`src/rtl/line_fill_pkg.sv`:
```
// Line fill engine shared constants: system bus, tags, line geometry and APB register map
`default_nettype none

package line_fill_pkg;

    // ########################################
    // System bus
    // ########################################
    localparam bus_data_width = 64;
    localparam bus_tag_width = 13;

    // Tag fields: request kind at bit 12, target in bits 11 to 8
    localparam logic [0:0] sysbus_read = 1'b1;
    localparam logic [3:0] sysbus_memory = 4'd1;
    localparam logic [bus_tag_width-1:0] read_mem_tag = {sysbus_read, sysbus_memory, 8'h00};

    // ########################################
    // Line geometry
    // ########################################
    localparam beats_per_line = 8;
    localparam beat_index_width = 3;
    localparam line_offset_bits = 6;

    // Fetch sequencer state codes
    localparam fetch_state_width = 3;
    localparam logic [fetch_state_width-1:0] fetch_idle = 3'd0;
    localparam logic [fetch_state_width-1:0] fetch_arbitrate = 3'd1;
    localparam logic [fetch_state_width-1:0] fetch_request = 3'd2;
    localparam logic [fetch_state_width-1:0] fetch_collect = 3'd3;
    localparam logic [fetch_state_width-1:0] fetch_done = 3'd4;

    // ########################################
    // APB register map
    // ########################################
    localparam apb_addr_width = 8;
    localparam apb_data_width = 32;
    localparam logic [apb_addr_width-1:0] reg_addr_lo = 8'h00;
    localparam logic [apb_addr_width-1:0] reg_addr_hi = 8'h04;
    localparam logic [apb_addr_width-1:0] reg_ctrl = 8'h08;
    localparam logic [apb_addr_width-1:0] reg_status = 8'h0C;
    localparam logic [apb_addr_width-1:0] reg_line_base = 8'h40;
    localparam line_word_count = 16;
    localparam word_index_width = 4;
    localparam foreign_count_width = 8;

endpackage

`default_nettype wire

```
`src/rtl/apb_reg_decode.sv`:
```
// APB register decoder holding the fill address, status flags and foreign beat count
`default_nettype none
`timescale 1ns/1ns

module apb_reg_decode
(
    input  wire                                       clk,
    input  wire                                       reset,
    input  wire                                       psel,
    input  wire                                       penable,
    input  wire                                       pwrite,
    input  wire [line_fill_pkg::apb_addr_width-1:0]   paddr,
    input  wire [line_fill_pkg::apb_data_width-1:0]   pwdata,
    input  wire                                       fill_busy,
    input  wire                                       fill_done,
    input  wire                                       foreign_beat,
    input  wire [line_fill_pkg::apb_data_width-1:0]   rd_word,
    output logic [line_fill_pkg::apb_data_width-1:0]  prdata,
    output logic                                      pready,
    output logic                                      pslverr,
    output logic                                      fill_start,
    output logic [line_fill_pkg::bus_data_width-1:0]  fill_addr,
    output logic [line_fill_pkg::word_index_width-1:0] rd_word_index
);

    logic [line_fill_pkg::apb_data_width-1:0]      addr_lo;
    logic [line_fill_pkg::apb_data_width-1:0]      addr_hi;
    logic                                          done_flag;
    logic [line_fill_pkg::foreign_count_width-1:0] foreign_count;

    logic apb_access;
    logic apb_write;
    logic sel_addr_lo;
    logic sel_addr_hi;
    logic sel_ctrl;
    logic sel_status;
    logic sel_line;
    logic mapped;
    logic start_hit;

    // ########################################
    // Address decode
    // ########################################
    assign apb_access = psel & penable;
    assign apb_write = apb_access & pwrite;

    assign sel_addr_lo = (paddr == line_fill_pkg::reg_addr_lo);
    assign sel_addr_hi = (paddr == line_fill_pkg::reg_addr_hi);
    assign sel_ctrl = (paddr == line_fill_pkg::reg_ctrl);
    assign sel_status = (paddr == line_fill_pkg::reg_status);

    // The line window spans one 64-byte block of word-aligned addresses
    assign sel_line =
        (paddr[line_fill_pkg::apb_addr_width-1:line_fill_pkg::line_offset_bits] ==
         line_fill_pkg::reg_line_base[line_fill_pkg::apb_addr_width-1:
                                      line_fill_pkg::line_offset_bits]) &&
        (paddr[1:0] == 2'b00);

    assign mapped = sel_addr_lo | sel_addr_hi | sel_ctrl | sel_status | sel_line;

    // A start while busy is dropped here, so the fetcher never sees it
    assign start_hit = apb_write & sel_ctrl & pwdata[0] & ~fill_busy;

    assign rd_word_index = paddr[line_fill_pkg::word_index_width+1:2];
    assign fill_addr = {addr_hi, addr_lo};

    // ########################################
    // APB response
    // ########################################
    assign pready = 1'b1;
    assign pslverr = apb_access & (~mapped | (pwrite & (sel_status | sel_line)));

    always_comb
    begin
        prdata = '0;
        if (sel_addr_lo)
        begin
            prdata = addr_lo;
        end
        else if (sel_addr_hi)
        begin
            prdata = addr_hi;
        end
        else if (sel_status)
        begin
            prdata[0] = fill_busy;
            prdata[1] = done_flag;
            prdata[15:8] = foreign_count;
        end
        else if (sel_line)
        begin
            prdata = rd_word;
        end
    end

    // ########################################
    // Registers
    // ########################################
    always_ff @(posedge clk)
    begin
        if (reset)
        begin
            addr_lo <= '0;
            addr_hi <= '0;
            done_flag <= 1'b0;
            foreign_count <= '0;
            fill_start <= 1'b0;
        end
        else
        begin
            fill_start <= start_hit;
            if (apb_write && sel_addr_lo)
            begin
                addr_lo <= pwdata;
            end
            if (apb_write && sel_addr_hi)
            begin
                addr_hi <= pwdata;
            end
            // A new fill starts with a clean done flag and count
            if (start_hit)
            begin
                done_flag <= 1'b0;
                foreign_count <= '0;
            end
            else
            begin
                if (fill_done)
                begin
                    done_flag <= 1'b1;
                end
                if (foreign_beat && (foreign_count != '1))
                begin
                    foreign_count <= foreign_count + 1'b1;
                end
            end
        end
    end

endmodule

`default_nettype wire

```
`src/rtl/line_fetcher.sv`:
```
// Fill sequencer that arbitrates for the system bus, reads one line and counts its beats
`default_nettype none
`timescale 1ns/1ns

module line_fetcher
(
    input  wire                                          clk,
    input  wire                                          reset,
    input  wire                                          fill_start,
    input  wire [line_fill_pkg::bus_data_width-1:0]      fill_addr,
    input  wire                                          abtr_grant,
    input  wire                                          main_bus_respcyc,
    input  wire [line_fill_pkg::bus_data_width-1:0]      main_bus_resp,
    input  wire [line_fill_pkg::bus_tag_width-1:0]       main_bus_resptag,
    output logic                                         abtr_reqcyc,
    output logic                                         main_bus_reqcyc,
    output logic [line_fill_pkg::bus_data_width-1:0]     main_bus_req,
    output logic [line_fill_pkg::bus_tag_width-1:0]      main_bus_reqtag,
    output logic                                         main_bus_respack,
    output logic                                         fill_busy,
    output logic                                         fill_done,
    output logic                                         foreign_beat,
    output logic                                         beat_wr_en,
    output logic [line_fill_pkg::beat_index_width-1:0]   beat_index,
    output logic [line_fill_pkg::bus_data_width-1:0]     beat_data
);

    logic [line_fill_pkg::fetch_state_width-1:0] state;
    logic [line_fill_pkg::fetch_state_width-1:0] next_state;
    logic [line_fill_pkg::bus_data_width-1:0]    line_addr;
    logic [line_fill_pkg::beat_index_width-1:0]  beat_count;

    logic collecting;
    logic beat_taken;
    logic tag_match;
    logic last_beat;

    // ########################################
    // Beat qualification
    // ########################################
    assign collecting = (state == line_fill_pkg::fetch_collect);
    assign beat_taken = collecting & main_bus_respcyc;
    assign tag_match = (main_bus_resptag == line_fill_pkg::read_mem_tag);
    assign last_beat =
        (beat_count == line_fill_pkg::beat_index_width'(line_fill_pkg::beats_per_line - 1));

    assign beat_wr_en = beat_taken & tag_match;
    assign foreign_beat = beat_taken & ~tag_match;
    assign beat_index = beat_count;
    assign beat_data = main_bus_resp;

    // ########################################
    // Bus outputs
    // ########################################
    assign abtr_reqcyc = (state == line_fill_pkg::fetch_arbitrate);
    assign main_bus_reqcyc = (state == line_fill_pkg::fetch_request);
    assign main_bus_req = line_addr;
    assign main_bus_reqtag = line_fill_pkg::read_mem_tag;
    assign main_bus_respack = collecting;

    assign fill_busy = (state == line_fill_pkg::fetch_arbitrate) ||
                       (state == line_fill_pkg::fetch_request) ||
                       collecting;
    assign fill_done = (state == line_fill_pkg::fetch_done);

    // ########################################
    // Next state
    // ########################################
    always_comb
    begin
        next_state = state;
        case (state)
            line_fill_pkg::fetch_idle:
            begin
                if (fill_start)
                begin
                    next_state = line_fill_pkg::fetch_arbitrate;
                end
            end
            line_fill_pkg::fetch_arbitrate:
            begin
                // Hold the arbiter request for as long as the grant stays low
                if (abtr_grant)
                begin
                    next_state = line_fill_pkg::fetch_request;
                end
            end
            line_fill_pkg::fetch_request:
            begin
                next_state = line_fill_pkg::fetch_collect;
            end
            line_fill_pkg::fetch_collect:
            begin
                if (beat_wr_en && last_beat)
                begin
                    next_state = line_fill_pkg::fetch_done;
                end
            end
            line_fill_pkg::fetch_done:
            begin
                next_state = fill_start ? line_fill_pkg::fetch_arbitrate
                                        : line_fill_pkg::fetch_idle;
            end
            default:
            begin
                next_state = line_fill_pkg::fetch_idle;
            end
        endcase
    end

    // ########################################
    // State, address latch and beat counter
    // ########################################
    always_ff @(posedge clk)
    begin
        if (reset)
        begin
            state <= line_fill_pkg::fetch_idle;
            beat_count <= '0;
        end
        else
        begin
            state <= next_state;
            if (fill_start && !fill_busy)
            begin
                beat_count <= '0;
            end
            else if (beat_wr_en)
            begin
                beat_count <= beat_count + 1'b1;
            end
        end
    end

    // Request address is the start of the line holding fill_addr
    always_ff @(posedge clk)
    begin
        if (fill_start && !fill_busy)
        begin
            line_addr <= {fill_addr[line_fill_pkg::bus_data_width-1:
                                    line_fill_pkg::line_offset_bits],
                          {line_fill_pkg::line_offset_bits{1'b0}}};
        end
    end

endmodule

`default_nettype wire

```
`src/rtl/line_buffer.sv`:
```
// Line store of eight 64-bit beats, written per beat and read per 32-bit word
`default_nettype none
`timescale 1ns/1ns

module line_buffer
(
    input  wire                                          clk,
    input  wire                                          reset,
    input  wire                                          beat_wr_en,
    input  wire [line_fill_pkg::beat_index_width-1:0]    beat_index,
    input  wire [line_fill_pkg::bus_data_width-1:0]      beat_data,
    input  wire [line_fill_pkg::word_index_width-1:0]    rd_word_index,
    output logic [line_fill_pkg::apb_data_width-1:0]     rd_word
);

    logic [line_fill_pkg::bus_data_width-1:0] entries [line_fill_pkg::beats_per_line];
    logic [line_fill_pkg::bus_data_width-1:0] rd_entry;

    // ########################################
    // Beat writes
    // ########################################
    always_ff @(posedge clk)
    begin
        if (reset)
        begin
            for (int i = 0; i < line_fill_pkg::beats_per_line; i++)
            begin
                entries[i] <= '0;
            end
        end
        else if (beat_wr_en)
        begin
            entries[beat_index] <= beat_data;
        end
    end

    // ########################################
    // Word reads
    // ########################################
    // Two words per beat, the even word in the low half
    assign rd_entry = entries[rd_word_index[line_fill_pkg::word_index_width-1:1]];

    always_comb
    begin
        if (rd_word_index[0])
        begin
            rd_word = rd_entry[line_fill_pkg::bus_data_width-1:line_fill_pkg::apb_data_width];
        end
        else
        begin
            rd_word = rd_entry[line_fill_pkg::apb_data_width-1:0];
        end
    end

endmodule

`default_nettype wire

```
`src/rtl/line_fill_top.sv`:
```
// Line fill engine top joining the APB decoder, bus fetcher and line buffer
`default_nettype none
`timescale 1ns/1ns

module line_fill_top
(
    input  wire                                       clk,
    input  wire                                       reset,
    // APB slave
    input  wire                                       psel,
    input  wire                                       penable,
    input  wire                                       pwrite,
    input  wire [line_fill_pkg::apb_addr_width-1:0]   paddr,
    input  wire [line_fill_pkg::apb_data_width-1:0]   pwdata,
    output wire [line_fill_pkg::apb_data_width-1:0]   prdata,
    output wire                                       pready,
    output wire                                       pslverr,
    // System bus arbiter
    output wire                                       abtr_reqcyc,
    input  wire                                       abtr_grant,
    // System bus request and response
    output wire                                       main_bus_reqcyc,
    output wire [line_fill_pkg::bus_data_width-1:0]   main_bus_req,
    output wire [line_fill_pkg::bus_tag_width-1:0]    main_bus_reqtag,
    input  wire                                       main_bus_respcyc,
    input  wire [line_fill_pkg::bus_data_width-1:0]   main_bus_resp,
    input  wire [line_fill_pkg::bus_tag_width-1:0]    main_bus_resptag,
    output wire                                       main_bus_respack
);

    wire                                          fill_start;
    wire [line_fill_pkg::bus_data_width-1:0]      fill_addr;
    wire                                          fill_busy;
    wire                                          fill_done;
    wire                                          foreign_beat;
    wire                                          beat_wr_en;
    wire [line_fill_pkg::beat_index_width-1:0]    beat_index;
    wire [line_fill_pkg::bus_data_width-1:0]      beat_data;
    wire [line_fill_pkg::word_index_width-1:0]    rd_word_index;
    wire [line_fill_pkg::apb_data_width-1:0]      rd_word;

    // ########################################
    // Decode, execute and result stages
    // ########################################
    apb_reg_decode u_decode (
        .clk(clk), .reset(reset),
        .psel(psel), .penable(penable), .pwrite(pwrite), .paddr(paddr), .pwdata(pwdata),
        .fill_busy(fill_busy), .fill_done(fill_done), .foreign_beat(foreign_beat),
        .rd_word(rd_word),
        .prdata(prdata), .pready(pready), .pslverr(pslverr),
        .fill_start(fill_start), .fill_addr(fill_addr), .rd_word_index(rd_word_index)
    );

    line_fetcher u_fetch (
        .clk(clk), .reset(reset),
        .fill_start(fill_start), .fill_addr(fill_addr),
        .abtr_grant(abtr_grant),
        .main_bus_respcyc(main_bus_respcyc), .main_bus_resp(main_bus_resp),
        .main_bus_resptag(main_bus_resptag),
        .abtr_reqcyc(abtr_reqcyc),
        .main_bus_reqcyc(main_bus_reqcyc), .main_bus_req(main_bus_req),
        .main_bus_reqtag(main_bus_reqtag), .main_bus_respack(main_bus_respack),
        .fill_busy(fill_busy), .fill_done(fill_done), .foreign_beat(foreign_beat),
        .beat_wr_en(beat_wr_en), .beat_index(beat_index), .beat_data(beat_data)
    );

    line_buffer u_buffer (
        .clk(clk), .reset(reset),
        .beat_wr_en(beat_wr_en), .beat_index(beat_index), .beat_data(beat_data),
        .rd_word_index(rd_word_index), .rd_word(rd_word)
    );

endmodule

`default_nettype wire

```
`config.mk`:
```
export PLATFORM = sky130hd
export DESIGN_NAME = line_fill_top
export DESIGN_NICKNAME = d
export VERILOG_FILES = /design/src/rtl/line_fill_pkg.sv /design/src/rtl/apb_reg_decode.sv /design/src/rtl/line_fetcher.sv /design/src/rtl/line_buffer.sv /design/src/rtl/line_fill_top.sv
export SDC_FILE = /design/constraint.sdc
export NUM_CORES = 1
export LEC_CHECK = 0
export BUFFER_PORTS_ARGS = -buffer_cell sky130_fd_sc_hd__buf_2
export CORE_UTILIZATION = 60
export CTS_CLUSTER_DIAMETER = 80
export DETAILED_ROUTE_END_ITERATION = 16
export PLACE_DENSITY_LB_ADDON = 0.1
export SYNTH_ARGS = -nofsm -noshare
export SYNTH_HDL_FRONTEND = slang
export SYNTH_HIERARCHICAL = 1
export SYNTH_SLANG_ARGS = --single-unit
```
`constraint.sdc`:
```
create_clock -name clk -period 8.2 [get_ports clk]
set_input_delay 1.23 -clock clk [delete_from_list [all_inputs] [get_ports clk]]
set_output_delay 1.23 -clock clk [all_outputs]
set_load 0.01 [all_outputs]
```
# Yosys cells after proc, flatten, opt, wreduce, memory -nomap -nowiden
# Memories as Yosys holds them, arrays and structs flattened.
# Index checks and enable logic that the tools add are counted.
dict set report word_totals {
  reg_bits 138
  latch_bits 0
  ramBits 512
  romBits 0
  in_bits 124
  out_inout_bits 114
  word_cells 81
  memories 1
}
dict set report op_classes {
  n_addsub 2
  multipliers 0
  div 0
  n_lt_le_gt_ge 0
  n_eq_ne 14
  shifts 0
  mux 21
  n_bitwise 19
  reduce_logical 16
}
# memory words word_bits rd rd_clocked_by_memory_dff write_ports line
set mem_list {}
lappend mem_list {u_buffer.entries 8 64 1 0 8 line_buffer.sv:16} ;# logic [line_fill_pkg::bus_data_width-1:0] entries [line_fill_pkg::beats_per_line];
# op n
set op_table {}
lappend op_table {{$mux 32} 4}
lappend op_table {{$mux 64} 1}
lappend op_table {{$reduce_or 64->1} 1}
lappend op_table {{$eq 8x4->1 const B} 2}
lappend op_table {{$mux 16} 1}
lappend op_table {{$pmux 3 s5} 1}
lappend op_table {{$eq 13x13->1 const B} 1}
lappend op_table {{$mux 3} 4}
lappend op_table {{$and 1x1->1} 10}
lappend op_table {{$add 8x1->8 const B} 1}
lappend op_table {{$eq 8x3->1 const B} 1}
lappend op_table {{$logic_not 8->1} 1}
lappend op_table {{$mux 8} 1}
lappend op_table {{$ne 8x8->1 const B} 1}
lappend op_table {{$mux 1} 7}
lappend op_table {{$eq 3x2->1 const B} 2}
lappend op_table {{$eq 3x3->1 const B} 2}
lappend op_table {{$logic_and 1x1->1} 6}
lappend op_table {{$mux 6} 1}
lappend op_table {{$or 1x1->1} 6}
lappend op_table {{$ne 2x2->1 const B} 2}
lappend op_table {{$reduce_or 2->1} 2}
lappend op_table {{$add 3x1->3 const B} 1}
lappend op_table {{$eq 3x1->1 const B} 1}
lappend op_table {{other kinds (9)} 12}

# Logic depth before layout (Yosys ltp)
dict set report logic_depth {
  depth_word 8
  mapped_depth 9
  depth_no_buf 7
}

# Cells and area by module
# The synthesis kept the hierarchy.
# module instances cells_per_inst area_each_um2 seq_area_each_um2
set modules_own_cells {}
lappend modules_own_cells {line_buffer 1 1372 22653.0 15374.7}
lappend modules_own_cells {apb_reg_decode 1 469 3572.2 1481.4}
lappend modules_own_cells {line_fetcher 1 190 2825.2 1861.8}

# Least setup slack after synthesis
# Ideal clock, no wire load.
dict set report synth_timing {
  kind {input to output}
  startpoint {input port paddr[3] (netlist bit)}
  endpoint {output port prdata[10] (netlist bit)}
  arrival_ns 2.893
  required_time_ns 6.970
  setup_slack_ns 4.077
  cell_stages 9
  path_buffers 3
  cell_sequence {buf_4 -> buf_2 -> buf_2 -> mux4_2 -> a22oi_1 -> nand2_1 -> nand2_1 -> o21ai_0 -> a32o_1}
}
dict set report synth_between {
  elab_chain_cells 6
  word_cells_on_any_way 9
  classes_between {2 x eq/ne; 5 x mux; 1 x reduce/logical; 1 x memory}
}
# element line
set synth_lines {}
lappend synth_lines {{from (decl)} line_fill_top.sv:13} ;# input wire [line_fill_pkg::apb_addr_width-1:0] paddr,
lappend synth_lines {{$mem_v2 8x64} --}
lappend synth_lines {{$mux 32} line_buffer.sv:45} ;# if (rd_word_index[0])
lappend synth_lines {{net rd_word, one bit} line_fill_top.sv:40} ;# wire [line_fill_pkg::apb_data_width-1:0] rd_word;
lappend synth_lines {{$mux 32} apb_reg_decode.sv:90} ;# else if (sel_line)
lappend synth_lines {{$mux 8} apb_reg_decode.sv:84} ;# else if (sel_status)
lappend synth_lines {{$mux 32} apb_reg_decode.sv:80} ;# else if (sel_addr_hi)
lappend synth_lines {{$mux 32} apb_reg_decode.sv:76} ;# if (sel_addr_lo)
lappend synth_lines {{to (decl)} line_fill_top.sv:15} ;# output wire [line_fill_pkg::apb_data_width-1:0] prdata,
# The timed path passes the listed nets, and every way through them passes these cells.

# Worst setup path in the final report
dict set report layout_timing {
  startpoint {input port paddr[3] (netlist bit)}
  endpoint {output port prdata[31] (netlist bit)}
}
dict set report layout_between {
  elab_chain_cells 6
  word_cells_on_any_way 9
  classes_between {2 x eq/ne; 5 x mux; 1 x reduce/logical; 1 x memory}
}
# element line
set layout_lines {}
lappend layout_lines {{$mem_v2 8x64} --}
lappend layout_lines {{$mux 32} line_buffer.sv:45}
lappend layout_lines {{net rd_word, one bit} line_fill_top.sv:40}
lappend layout_lines {{$mux 32} apb_reg_decode.sv:90}
lappend layout_lines {{$mux 16} apb_reg_decode.sv:84}
lappend layout_lines {{$mux 32} apb_reg_decode.sv:80}
lappend layout_lines {{$mux 32} apb_reg_decode.sv:76}
# The timed path passes the listed nets, and every way through them passes these cells.

==> parameters.txt <==
Parameter                              Value

Status
  Result of the run ... complete, no violations

Setup path
  Worst Setup Path Type ... primary input to output pin
  Slowest stage cell on the critical path ... buf_4
  Arrival time of the worst setup path ... 4200 ps
  Crit path max fanout ... 65
  Element type at the critical path start ... primary input
  Chain of cells forming the critical path ... clkbuf_8, buf_4, mux4_2, a22oi_1, nand2_1, a22oi_1, nand2_1, buf_2
  Largest stage delay on the critical path ... 810 ps
  Kind of capture point of the worst setup path ... output pin
  Required time reported for the critical path endpoint ... 6970 ps

Final layout
  Final net count ... 2274
  Most common library cell in the layout ignoring fill and taps ... edfxtp_1
  Register area ... 18700 sq um
  Area occupied by multi-input gates ... 9140 sq um
  Fill cells ... 3386
  Layout cells sized above 1 ... 0.234
  Area growth syn-to-layout ... 10.1%
  Most used cells in the layout excluding fill and tap cells ... edfxtp_1 (570), and2_1 (517), nand2_1 (222), buf_2 (214), mux4_2 (128)

STA
  Max Transition Viols Final ... 0
  Final setup viols ... 0
  Maximum clock skew at final layout ... 15.9 ps
  TNS Setup ... 0 ps
  Final critical delay including setup and external delays ... 5430 ps
  Worst slew margin relative to its limit ... 0.371
  FMAX ... 184 MHz
  Share of the clock period used by the worst path after layout ... 0.662
  RSZ-0062 raised after global routing ... no
  Worst Slack Setup Final ... 2770 ps
  Fin. Hold Viols ... 0
  Actual transition at the worst max-transition pin ... 943 ps

CTS
  Quantity of hold-fixing buffers added after cts ... 0
  Clock edge transition at the registers on the reported setup and hold paths ... 60 ps
  Max clock buf depth ... 3
  Clock Tree Root ... clkbuf_16
  TritonCTS clock tree ... yes
  Total of cells resized after clock tree synthesis ... 0
  Maximum level of the CTS H-tree ... 3
  Later-pin clock latency in the skew report ... 600 ps
  Buffers inserted by post-CTS timing repair ... 0
  Number of buffers created by CTS ... 68
  Clk sink count ... 650

Global route
  Number of antenna violations at the first check in global routing ... 10
  Maximum number of pins on one net before global-route repair ... 71
  GRT Overall Usage ... 0.289
  Wire length of the first global-routing pass ... 105000 um
  Global route overflow ... 0
  Number of global-route vias before repair ... 17200

Floorplanning
  Die Width ... 222 um
  Area enclosed by the die boundary ... 49300 sq um
  Die Height ... 222 um
  Core ar. ... 47700 sq um
  Initial cell density of the core ... 0.608
  Top-level port count ... 238
  Number of placement rows ... 80

Power
  Power per Cell Area ... 217 nW/um^2
  Static leakage ... 11.8 nW
  Worst IR drop on VDD ... 118 uV

Synthesis
  Share of synthesized flip-flops with an asynchronous set or reset ... 0
  Post-Synthesis Cells ... 2031
  Area of the mapped netlist ... 29100 sq um
  Post-synth EDFFs ... 570
  Post-Synthesis Mean Instance Area ... 14.3 sq um
  Fraction of the yosys area taken by sequential cells ... 0.644
  Synth top area share ... 0.589
  Count of state elements after synthesis ... 650
  Yosys warnings ... 6
  Cell types with the largest area share after synthesis ... edfxtp_1 (59%), and2_1 (11%), mux4_2 (9.9%)
  Cell variety after synth ... 52
  Most common flop cell mapped by yosys ... edfxtp_1
  Post-synth top area cell ... edfxtp_1

Routing
  Vias per inst ... 6.03
  Uppermost routed layer ... met5
  Initial DRT Pass Iterations ... 6
  Vias after detailed routing ... 17000
  Overall routed net length ... 70400 um
  Wire length on met2 ... 34600 um
  Met3 wire length ... 6530 um
  Drc violations ... 0
  1st-iter DRT viols ... 1651
  Wire length per cell after detailed routing ... 25.0 um
  Post-DRT Antenna Nets ... 0
  M1 wire length ... 27900 um

Placement
  Input/output buffers ... 217
  Routability-driven placement congestion ratio ... 0.865
  Post-placement worst setup slack ... 2700 ps
  HPWL after detailed placement ... 38400 um

Worst hold path
  Classification of the worst-slack hold path ... flop to flop

Flow run
  Max-cap violation count ... 0
layout make-up:
type,instances,share of cell area
Clock buffer,101,0.0600
Tap cell,615,0.0240
Timing Repair Buffer,251,0.0424
Antenna cell,3,0.000235
Sequential cell,650,0.585
Multi-Input combinational cell,1173,0.286
Inverter,3,0.000352
Clock inverter,17,0.00239
routing by layer:
| layer | track usage | vias up |
|---|---|---|
| li1 | - | 7499 |
| met1 | 0.397 | 8509 |
| met2 | 0.472 | 832 |
| met3 | 0.0526 | 108 |
| met4 | 0.0883 | 10 |
| met5 | 0 | - |
worst max-delay path, delay by kind of cell:
kind	cells	cell delay (ps)
buffers and inverters	3	1520
muxes	1	600
AOI/OAI and AO/OA	2	430
and+or+nand+nor	2	260
sequential cells by signal, indices dropped and copies added, names as in the netlist:
register                flops
u_buffer/entries          512
u_fetch/main_bus_req       58
u_decode/addr_hi           32
u_decode/addr_lo           32
u_decode/foreign_count      8
u_fetch/beat_index          3
u_fetch/state               3
u_decode/done_flag          1
u_decode/fill_start         1
final timing paths:
path	slack [ps]	end	cells after the start	from
max reg2reg	4160	u_buffer/entries[4][18]	8	u_fetch/state[0]
max	2770	prdata[31]	8	paddr[3]
min reg2reg	460	u_fetch/main_bus_req[16]	0	u_decode/addr_lo[16]
min	460	u_fetch/main_bus_req[16]	0	u_decode/addr_lo[16]
cell usage after synthesis (all sizes together) (8+ instances only):
| master | number |
|---|---|
| edfxtp | 570 |
| and2 | 518 |
| nand2 | 223 |
| buf | 133 |
| mux4 | 128 |
| a22oi | 93 |
| clkbuf | 89 |
| dfxtp | 80 |
| a21oi | 72 |
| nor2 | 27 |
| o21ai | 12 |
| nand2b | 9 |
| or2 | 8 |
per-stage QoR:
| step | power [W] | util | hold slack [ps] | cells | instance area (sq um) |
|---|---|---|---|---|---|
| after floorplan | 0.00406 | - | 421 | 2048 | 29100 |
| after global placement | 0.00419 | 0.628 | 435 | 2692 | 30000 |
| after detailed placement | 0.00420 | 0.628 | 442 | 2692 | 30000 |
| after CTS | 0.00700 | 0.670 | 454 | 2810 | 32000 |
| after global routing | 0.00716 | 0.670 | 467 | 2811 | 32000 |
| final | 0.00696 | 0.670 | 455 | 2813 | 32000 |
where the power goes:
| part | internal, W | switching [W] |
|---|---|---|
| Sequential | 0.00370 | 0.0000308 |
| Combinational | 0.000152 | 0.000249 |
| Clock | 0.00161 | 0.00121 |
kinds of logic (layout without fill, tap and decap cells):
group,after synthesis,after routing,synth area share
fa+ha+maj,3,3,0.00129
flops,650,650,0.644
xor+xnor,4,4,0.00121
buf+inv,225,372,0.0462
mux,135,135,0.102
compound gates,188,188,0.0450
other cells,3,23,0.000388
simple gates,823,823,0.160
Power figures use the tool's default switching activity.
